## src/source/bsg_chip_defines.svh

```systemverilog
`ifndef BSG_CHIP_DEFINES_SVH
`define BSG_CHIP_DEFINES_SVH

//////////////////////////////////////////////////////////////////////
// Link geometry

// One beat on the pins
`define BSG_LINK_CHANNEL_WIDTH 8

// Two beats per word, low beat first
`define BSG_LINK_WORD_WIDTH 16

`define BSG_LINK_FIFO_DEPTH 8
`define BSG_LINK_REMOTE_CREDITS 8

//////////////////////////////////////////////////////////////////////
// Tag packet geometry

`define BSG_TAG_ID_WIDTH 2
`define BSG_TAG_PAYLOAD_WIDTH 8

`endif
```

## src/source/bsg_chip_pkg.sv

```systemverilog
`include "bsg_chip_defines.svh"

package bsg_chip_pkg;

  //////////////////////////////////////////////////////////////////////
  // Core words

  typedef logic [`BSG_LINK_WORD_WIDTH-1:0] bsg_link_word_t;

  //////////////////////////////////////////////////////////////////////
  // Tag clients and payload views

  // Id 3 has no client
  typedef enum logic [`BSG_TAG_ID_WIDTH-1:0]
  {
    TAG_LINK  = 2'd0,
    TAG_CORE  = 2'd1,
    TAG_RESET = 2'd2
  } bsg_tag_client_e;

  typedef struct packed
  {
    logic [4:0] reserved;
    logic [1:0] lg_decimation;
    logic       enable;
  } bsg_link_cfg_s;

  typedef struct packed
  {
    logic [`BSG_TAG_PAYLOAD_WIDTH-1:0] offset;
  } bsg_core_cfg_s;

  // Same payload bits, read according to the client id
  typedef union packed
  {
    bsg_link_cfg_s link;
    bsg_core_cfg_s core;
  } bsg_tag_payload_u;

  typedef struct packed
  {
    bsg_tag_client_e  id;
    bsg_tag_payload_u payload;
  } bsg_tag_pkt_s;

endpackage

```

## src/source/bsg_chip.sv

```systemverilog
`timescale 1ns/100ps

`include "bsg_chip_defines.svh"

module bsg_chip
  import bsg_chip_pkg::*;
  (input  logic                               clk_i
  ,input  logic                               reset_i

  ,input  logic                               tag_en_i
  ,input  logic                               tag_data_i

  ,input  logic                               link_v_i
  ,input  logic [`BSG_LINK_CHANNEL_WIDTH-1:0] link_data_i
  ,output logic                               link_tkn_o

  ,output logic                               link_v_o
  ,output logic [`BSG_LINK_CHANNEL_WIDTH-1:0] link_data_o
  ,input  logic                               link_tkn_i
  );

  bsg_tag_pkt_s   tag_pkt;
  logic           tag_pkt_v;
  bsg_link_cfg_s  link_cfg;
  bsg_core_cfg_s  core_cfg;

  bsg_link_word_t fifo_word;
  logic           fifo_v, fifo_yumi;
  bsg_link_word_t up_word;
  logic           up_v, up_ready;

  //////////////////////////////////////////////////////////////////////
  // Configuration path

  bsg_tag_rx tag_rx
    (.clk_i      ( clk_i      )
    ,.reset_i    ( reset_i    )
    ,.tag_en_i   ( tag_en_i   )
    ,.tag_data_i ( tag_data_i )
    ,.tag_pkt_o  ( tag_pkt    )
    ,.tag_pkt_v_o( tag_pkt_v  )
    );

  bsg_tag_client_regs tag_regs
    (.clk_i      ( clk_i     )
    ,.reset_i    ( reset_i   )
    ,.tag_pkt_i  ( tag_pkt   )
    ,.tag_pkt_v_i( tag_pkt_v )
    ,.link_cfg_o ( link_cfg  )
    ,.core_cfg_o ( core_cfg  )
    );

  //////////////////////////////////////////////////////////////////////
  // Link in, core lane, link out

  bsg_link_downstream link_down
    (.clk_i      ( clk_i       )
    ,.reset_i    ( reset_i     )
    ,.link_v_i   ( link_v_i    )
    ,.link_data_i( link_data_i )
    ,.link_tkn_o ( link_tkn_o  )
    ,.link_cfg_i ( link_cfg    )
    ,.fifo_word_o( fifo_word   )
    ,.fifo_v_o   ( fifo_v      )
    ,.fifo_yumi_i( fifo_yumi   )
    );

  bsg_chip_core_lane core_lane
    (.clk_i      ( clk_i     )
    ,.reset_i    ( reset_i   )
    ,.fifo_word_i( fifo_word )
    ,.fifo_v_i   ( fifo_v    )
    ,.fifo_yumi_o( fifo_yumi )
    ,.core_cfg_i ( core_cfg  )
    ,.up_word_o  ( up_word   )
    ,.up_v_o     ( up_v      )
    ,.up_ready_i ( up_ready  )
    );

  bsg_link_upstream link_up
    (.clk_i      ( clk_i       )
    ,.reset_i    ( reset_i     )
    ,.up_word_i  ( up_word     )
    ,.up_v_i     ( up_v        )
    ,.up_ready_o ( up_ready    )
    ,.link_cfg_i ( link_cfg    )
    ,.link_v_o   ( link_v_o    )
    ,.link_data_o( link_data_o )
    ,.link_tkn_i ( link_tkn_i  )
    );

endmodule

```

## src/source/bsg_link_upstream.sv

```systemverilog
`timescale 1ns/100ps

`include "bsg_chip_defines.svh"

module bsg_link_upstream
  import bsg_chip_pkg::*;
  (input  logic                               clk_i
  ,input  logic                               reset_i

  ,input  bsg_link_word_t                     up_word_i
  ,input  logic                               up_v_i
  ,output logic                               up_ready_o

  ,input  bsg_link_cfg_s                      link_cfg_i

  ,output logic                               link_v_o
  ,output logic [`BSG_LINK_CHANNEL_WIDTH-1:0] link_data_o
  ,input  logic                               link_tkn_i
  );

  localparam int CH_W   = `BSG_LINK_CHANNEL_WIDTH;
  localparam int CRED_W = $clog2(`BSG_LINK_REMOTE_CREDITS + 1) + 1;

  logic [CRED_W-1:0] credits_r;
  logic [CRED_W-1:0] tkn_inc;

  bsg_link_word_t    word_r;
  logic              send_r;
  logic              hi_r;

  //////////////////////////////////////////////////////////////////////
  // Credit counter

  assign tkn_inc = link_tkn_i ? (CRED_W'(1) << link_cfg_i.lg_decimation) : '0;

  always_ff @(posedge clk_i)
  begin
    if (reset_i)
      credits_r <= CRED_W'(`BSG_LINK_REMOTE_CREDITS);
    else
      credits_r <= credits_r + tkn_inc - CRED_W'(up_v_i);
  end

  assign up_ready_o = ~send_r & link_cfg_i.enable & (credits_r != '0);

  //////////////////////////////////////////////////////////////////////
  // Two-beat sender

  always_ff @(posedge clk_i)
  begin
    if (reset_i)
    begin
      send_r <= 1'b0;
      hi_r   <= 1'b0;
    end
    else if (up_v_i)
    begin
      send_r <= 1'b1;
      hi_r   <= 1'b0;
    end
    else if (send_r)
    begin
      send_r <= ~hi_r;
      hi_r   <= ~hi_r;
    end
  end

  always_ff @(posedge clk_i)
  begin
    if (up_v_i)
      word_r <= up_word_i;
  end

  assign link_v_o    = send_r;
  assign link_data_o = hi_r ? word_r[2*CH_W-1:CH_W] : word_r[CH_W-1:0];

  // Lane only hands over a word while the sender is idle
  word_while_idle_a: assert property (@(posedge clk_i) disable iff (reset_i)
    up_v_i |-> !send_r);

  credit_bound_a: assert property (@(posedge clk_i) disable iff (reset_i)
    credits_r <= CRED_W'(`BSG_LINK_REMOTE_CREDITS));

endmodule

```

## src/source/bsg_chip_core_lane.sv

```systemverilog
`timescale 1ns/100ps

module bsg_chip_core_lane
  import bsg_chip_pkg::*;
  (input  logic           clk_i
  ,input  logic           reset_i

  ,input  bsg_link_word_t fifo_word_i
  ,input  logic           fifo_v_i
  ,output logic           fifo_yumi_o

  ,input  bsg_core_cfg_s  core_cfg_i

  ,output bsg_link_word_t up_word_o
  ,output logic           up_v_o
  ,input  logic           up_ready_i
  );

  bsg_link_word_t word_r;
  logic           up_v_r;

  // Hold off while our own word is still on its way to the sender
  assign fifo_yumi_o = fifo_v_i & up_ready_i & ~up_v_r;

  always_ff @(posedge clk_i)
  begin
    if (reset_i)
      up_v_r <= 1'b0;
    else
      up_v_r <= fifo_yumi_o;
  end

  // Offset is zero extended, sum wraps at 16 bits
  always_ff @(posedge clk_i)
  begin
    if (fifo_yumi_o)
      word_r <= fifo_word_i + bsg_link_word_t'(core_cfg_i.offset);
  end

  assign up_word_o = word_r;
  assign up_v_o    = up_v_r;

endmodule

```

## src/source/bsg_link_downstream.sv

```systemverilog
`timescale 1ns/100ps

`include "bsg_chip_defines.svh"

module bsg_link_downstream
  import bsg_chip_pkg::*;
  (input  logic                               clk_i
  ,input  logic                               reset_i

  ,input  logic                               link_v_i
  ,input  logic [`BSG_LINK_CHANNEL_WIDTH-1:0] link_data_i
  ,output logic                               link_tkn_o

  ,input  bsg_link_cfg_s                      link_cfg_i

  ,output bsg_link_word_t                     fifo_word_o
  ,output logic                               fifo_v_o
  ,input  logic                               fifo_yumi_i
  );

  localparam int DEPTH = `BSG_LINK_FIFO_DEPTH;
  localparam int PTR_W = $clog2(DEPTH);
  localparam int CNT_W = $clog2(DEPTH + 1);

  logic [`BSG_LINK_CHANNEL_WIDTH-1:0] low_r;
  logic                               phase_r;
  logic                               word_done;

  bsg_link_word_t   mem_r [DEPTH];
  logic [PTR_W-1:0] wptr_r, rptr_r;
  logic [CNT_W-1:0] count_r;
  logic             full;

  logic [2:0]       pop_cnt_r;
  logic [2:0]       dec_last;
  logic             tkn_r;

  //////////////////////////////////////////////////////////////////////
  // Beat assembly

  assign word_done = link_v_i & phase_r;

  always_ff @(posedge clk_i)
  begin
    if (reset_i)
      phase_r <= 1'b0;
    else if (link_v_i)
      phase_r <= ~phase_r;
  end

  always_ff @(posedge clk_i)
  begin
    if (link_v_i && !phase_r)
      low_r <= link_data_i;
  end

  //////////////////////////////////////////////////////////////////////
  // Receive FIFO

  always_ff @(posedge clk_i)
  begin
    if (word_done)
      mem_r[wptr_r] <= {link_data_i, low_r};
  end

  always_ff @(posedge clk_i)
  begin
    if (reset_i)
    begin
      wptr_r  <= '0;
      rptr_r  <= '0;
      count_r <= '0;
    end
    else
    begin
      if (word_done)
        wptr_r <= (wptr_r == PTR_W'(DEPTH - 1)) ? '0 : wptr_r + 1'b1;
      if (fifo_yumi_i)
        rptr_r <= (rptr_r == PTR_W'(DEPTH - 1)) ? '0 : rptr_r + 1'b1;
      case ({word_done, fifo_yumi_i})
        2'b10:   count_r <= count_r + 1'b1;
        2'b01:   count_r <= count_r - 1'b1;
        default: ;
      endcase
    end
  end

  assign full        = (count_r == CNT_W'(DEPTH));
  assign fifo_v_o    = (count_r != '0);
  assign fifo_word_o = mem_r[rptr_r];

  //////////////////////////////////////////////////////////////////////
  // Token return, one per 2^lg_decimation pops

  assign dec_last = ~(3'b111 << link_cfg_i.lg_decimation);

  always_ff @(posedge clk_i)
  begin
    if (reset_i)
    begin
      pop_cnt_r <= '0;
      tkn_r     <= 1'b0;
    end
    else
    begin
      tkn_r <= fifo_yumi_i && (pop_cnt_r >= dec_last);
      if (fifo_yumi_i)
        pop_cnt_r <= (pop_cnt_r >= dec_last) ? '0 : pop_cnt_r + 1'b1;
    end
  end

  assign link_tkn_o = tkn_r;

  no_pop_empty_a: assert property (@(posedge clk_i) disable iff (reset_i)
    fifo_yumi_i |-> fifo_v_o);

  // Far side overran its credits
  no_overrun_a: assert property (@(posedge clk_i) disable iff (reset_i)
    word_done |-> (!full || fifo_yumi_i));

endmodule

```

## src/source/bsg_tag_client_regs.sv

```systemverilog
`timescale 1ns/100ps

module bsg_tag_client_regs
  import bsg_chip_pkg::*;
  (input  logic          clk_i
  ,input  logic          reset_i

  ,input  bsg_tag_pkt_s  tag_pkt_i
  ,input  logic          tag_pkt_v_i

  ,output bsg_link_cfg_s link_cfg_o
  ,output bsg_core_cfg_s core_cfg_o
  );

  bsg_link_cfg_s link_cfg_r;
  bsg_core_cfg_s core_cfg_r;

  //////////////////////////////////////////////////////////////////////
  // Payload decode by client id

  always_ff @(posedge clk_i)
  begin
    if (reset_i)
    begin
      link_cfg_r <= '0;
      core_cfg_r <= '0;
    end
    else if (tag_pkt_v_i)
    begin
      case (tag_pkt_i.id)
        TAG_LINK:
          link_cfg_r <= tag_pkt_i.payload.link;
        TAG_CORE:
          core_cfg_r <= tag_pkt_i.payload.core;
        TAG_RESET:
        begin
          link_cfg_r <= '0;
          core_cfg_r <= '0;
        end
        default: ;
      endcase
    end
  end

  assign link_cfg_o = link_cfg_r;
  assign core_cfg_o = core_cfg_r;

  reserved_zero_a: assert property (@(posedge clk_i) disable iff (reset_i)
    link_cfg_o.reserved == '0);

endmodule

```

## src/source/bsg_tag_rx.sv

```systemverilog
`timescale 1ns/100ps

module bsg_tag_rx
  import bsg_chip_pkg::*;
  (input  logic         clk_i
  ,input  logic         reset_i

  ,input  logic         tag_en_i
  ,input  logic         tag_data_i

  ,output bsg_tag_pkt_s tag_pkt_o
  ,output logic         tag_pkt_v_o
  );

  localparam int PKT_W = $bits(bsg_tag_pkt_s);
  localparam int CNT_W = $clog2(PKT_W);

  typedef enum logic
  {
    RX_IDLE,
    RX_SHIFT
  } rx_state_e;

  rx_state_e          state_r;
  logic [CNT_W-1:0]   cnt_r;
  logic [PKT_W-1:0]   shift_r;
  logic               pkt_v_r;
  logic               last_bit;

  assign last_bit = (state_r == RX_SHIFT) && tag_en_i && (cnt_r == CNT_W'(PKT_W - 1));

  //////////////////////////////////////////////////////////////////////
  // Start bit detect and bit count

  always_ff @(posedge clk_i)
  begin
    if (reset_i)
    begin
      state_r <= RX_IDLE;
      cnt_r   <= '0;
      pkt_v_r <= 1'b0;
    end
    else
    begin
      pkt_v_r <= last_bit;
      case (state_r)
        RX_IDLE:
        begin
          cnt_r <= '0;
          if (tag_en_i && tag_data_i)
            state_r <= RX_SHIFT;
        end
        RX_SHIFT:
        begin
          // Dropping the enable abandons the packet
          if (!tag_en_i || last_bit)
            state_r <= RX_IDLE;
          cnt_r <= cnt_r + 1'b1;
        end
        default: state_r <= RX_IDLE;
      endcase
    end
  end

  // Id first, then payload, MSB first
  always_ff @(posedge clk_i)
  begin
    if ((state_r == RX_SHIFT) && tag_en_i)
      shift_r <= {shift_r[PKT_W-2:0], tag_data_i};
  end

  assign tag_pkt_o   = bsg_tag_pkt_s'(shift_r);
  assign tag_pkt_v_o = pkt_v_r;

endmodule

```

## config.mk

```make
export PLATFORM = sky130hd
export DESIGN_NAME = bsg_chip
export DESIGN_NICKNAME = d
export VERILOG_FILES = /design/src/source/bsg_chip_pkg.sv /design/src/source/bsg_chip.sv /design/src/source/bsg_link_upstream.sv /design/src/source/bsg_chip_core_lane.sv /design/src/source/bsg_link_downstream.sv /design/src/source/bsg_tag_client_regs.sv /design/src/source/bsg_tag_rx.sv
export VERILOG_INCLUDE_DIRS = /design/src /design/src/source
export SDC_FILE = /design/constraint.sdc
export NUM_CORES = 1
export LEC_CHECK = 0
export ABC_AREA = 1
export BUFFER_PORTS_ARGS = -buffer_cell sky130_fd_sc_hd__buf_2
export CORE_MARGIN = 2
export CORE_UTILIZATION = 27
export CTS_CLUSTER_SIZE = 25
export DETAILED_ROUTE_END_ITERATION = 10
export PLACE_DENSITY = 0.4
export SYNTH_ARGS = -nofsm -noshare
export SYNTH_HDL_FRONTEND = slang
export SYNTH_HIERARCHICAL = 1
export SYNTH_SLANG_ARGS = --single-unit
```

## constraint.sdc

```tcl
create_clock -name clk_i -period 9.7 [get_ports clk_i]
set_clock_uncertainty 0.05 [all_clocks]
set_input_delay 0.485 -clock clk_i [delete_from_list [all_inputs] [get_ports clk_i]]
set_output_delay 0.485 -clock clk_i [all_outputs]
set_load 0.03 [all_outputs]
```

==> impl_metrics.py <==
metrics = {
    "route": {
        "route.vias.total": 5779,
        "remaining_drcs": 0,
        "drt-total-wl_microns": 20500,
        "routedWlPerCell_microns": 15.0,
        "vias_per_cell": 4.23,
        "drt.antenna.violating_nets": 0,
        "drt-pass1-iter-count": 4,
        "drt_first_iter_violations": 290,
    },
    "clock_tree": {
        "cts.hold.buffers_added": 0,
        "clock-sinks": 221,
        "later_pin_clock_latency_in_the_skew_report_ns": 0.54,
        "ctsResizeCount": 0,
        "cts_root_buf": "sky130_fd_sc_hd__clkbuf_16",
        "clk_path_buf_depth": 3,
        "postCtsSetupBuffers": 0,
        "tritoncts_clock_tree": "yes",
        "cts.clk_slew.worst_paths_ns": 0.06,
        "num_cts_buffers": 26,
        "cts_max_level": 1,
    },
    "timing": {
        "finalMaxSlewViolations": 0,
        "setup-tns-final_ns": 0,
        "report.final.hold_viol_count": 0,
        "tightest_slew_ns": 1.09,
        "timing.final.setup_violations": 0,
        "timing.final.crit_share_pct": 34.4,
        "fin_crit_ns": 3.34,
        "max-slew-margin-rel_pct": 27.3,
        "rsz0062_at_grt": "no",
        "max_freq_ghz": 0.299,
    },
    "run": {
        "max-cap-violations": 0,
    },
    "synthesis": {
        "post_synth_instance_area_sq_mm": 0.00946,
        "synthesis.nets": 900,
        "synthesis.yosys.warnings": 6,
        "syn-mean-instance-area_sq_um": 11.1,
        "syn_inst": 853,
    },
    "power_and_ir_drop": {
        "powerDensity_mw_per_mm2": 189,
        "max-vdd-ir-drop_v": 0.000112,
        "power_leakage_nw": 4.19,
    },
    "placement": {
        "gpl.final_weighted_congestion": 0.746,
        "buffer_ports.inserted": 23,
        "dpl.hpwl_microns": 12400,
        "place_inst": 1317,
    },
    "final_layout": {
        "final_cell_count_no_fill": 1365,
        "number_of_diodes_added_for_antenna_fixing": 0,
        "layout.cells.most_common_list": "178 x sky130_fd_sc_hd__edfxtp_1, 164 x sky130_fd_sc_hd__nand2_1, 117 x sky130_fd_sc_hd__nor2_1",
        "synthToLayoutAreaGrowth_pct": 15.1,
        "nNetsFinal": 937,
        "drive_gt1_share_pct": 11.1,
        "layout_commonest_cell": "sky130_fd_sc_hd__edfxtp_1",
    },
    "critical_path": {
        "cp_max_fo": 65,
        "critPathCaptureType": "flop",
        "critical_path.startpoint_type": "flop",
        "cp.required_ns": 9.93,
        "critPathKind": "flop to flop",
        "cp_data_arrival_time_ns": 3.57,
    },
    "grt": {
        "global_route_usage_over_all_layers_pct": 11.7,
        "first_global_vias": 5823,
        "largest_net_degree_at_the_start_of_global_routing": 66,
        "grt_pass1_wl_microns": 32800,
        "antenna_found_initial": 0,
        "globalRoute.totalOverflow": 0,
    },
    "die": {
        "die_x_microns": 191,
        "boundaryPins": 24,
        "initial_utilization_pct": 27.4,
        "design.die.area_sq_mm": 0.0366,
        "core_area_sq_mm": 0.0345,
        "die_h_microns": 191,
        "fp-row-count": 68,
    },
    "run_status": {
        "run_status": "finished, final reports clean",
    },
    "hold_path": {
        "worst_hold_path_type": "primary input to flop",
    },
}
-- flip-flops by register name, indices dropped and copies added (netlist names), named ones only --
signal,flops
link_up/link_v_o,1
link_down/wptr_r,3
tag_regs/link_cfg_o,3
tag_regs/core_cfg_o,8
link_down/pop_cnt_r,3
link_up/credits_r,5
link_down/link_tkn_o,1
tag_rx/tag_pkt_v_o,1
link_down/phase_r,1
core_lane/up_v_o,1
link_down/rptr_r,3
link_down/count_r,4
tag_rx/cnt_r,4
link_down/low_r,8
tag_rx/tag_pkt_o,10
link_up/word_r,16
core_lane/up_word_o,16
tag_rx/state_r,1
link_up/hi_r,1
link_down/mem_r,128
-- report_power, final --
part | switching, mW | internal [mW]
sequential | 0.00991 | 1.04
clock | 0.382 | 0.552
combinational | 0.0501 | 0.0257
total | 0.442 | 1.62
-- per-stage QoR --
stage	hold slack, ns	cell area, sq um	utilization [%]	worst slack [ns]	power, mW
detailed placement	0.355	10100	29.2	6.32	1.15
CTS	0.0997	10900	31.5	6.31	2.10
finish	0.121	10900	31.5	6.36	2.06
floorplan	0.350	9460	-	6.12	1.12
global placement	0.356	10100	29.2	6.32	1.15
global route	0.109	10900	31.5	6.08	2.14
-- per-layer routing --
layer	up-vias	GRT usage [%]	share of wire (%)
met4	0	3.61	2.8
met2	65	19.9	47
met3	35	1.73	3.0
met1	2682	15.3	48
met5	-	0	0
li1	2997	-	-
-- worst max-delay path, cell delays in order, from the launching register on --
cell,delay (ns)
sky130_fd_sc_hd__dfxtp_2,0.31
sky130_fd_sc_hd__buf_4,0.62
sky130_fd_sc_hd__inv_4,0.41
sky130_fd_sc_hd__o21ai_0,0.25
sky130_fd_sc_hd__o21ai_1,0.09
sky130_fd_sc_hd__nand2_1,0.06
sky130_fd_sc_hd__nand2_1,0.06
sky130_fd_sc_hd__ha_1,0.22
sky130_fd_sc_hd__fa_1,0.41
sky130_fd_sc_hd__nand2_1,0.09
sky130_fd_sc_hd__nand2_1,0.07
sky130_fd_sc_hd__nand3b_1,0.08
sky130_fd_sc_hd__nand2_1,0.10
sky130_fd_sc_hd__nand2_1,0.09
sky130_fd_sc_hd__nand2_1,0.05
sky130_fd_sc_hd__nand2_1,0.05
sky130_fd_sc_hd__nand2_1,0.05
-- final cells by class --
cell class,instances,area (sq um)
fillers,3586,23700
clock buffers,33,687
clock inverters,15,129
inverters,74,280
well taps,455,569
multi-input cells,532,2810
repair buffers,35,205
flip-flops and latches,221,6210
-- path summary, 6_finish.rpt --
| check | start | cells past startpoint | end | slack, ns |
|---|---|---|---|---|
| max | flop | 16 | core_lane/up_word_o[10] | 6.36 |
| min | tag_data_i | 1 | tag_rx/tag_pkt_o[0] | 0.12 |
| max reg2reg | flop | 16 | core_lane/up_word_o[10] | 6.36 |
| min reg2reg | core_lane/up_word_o[3] | 0 | link_up/word_r[3] | 0.37 |
Note: power is estimated with default switching activity, not from simulation.
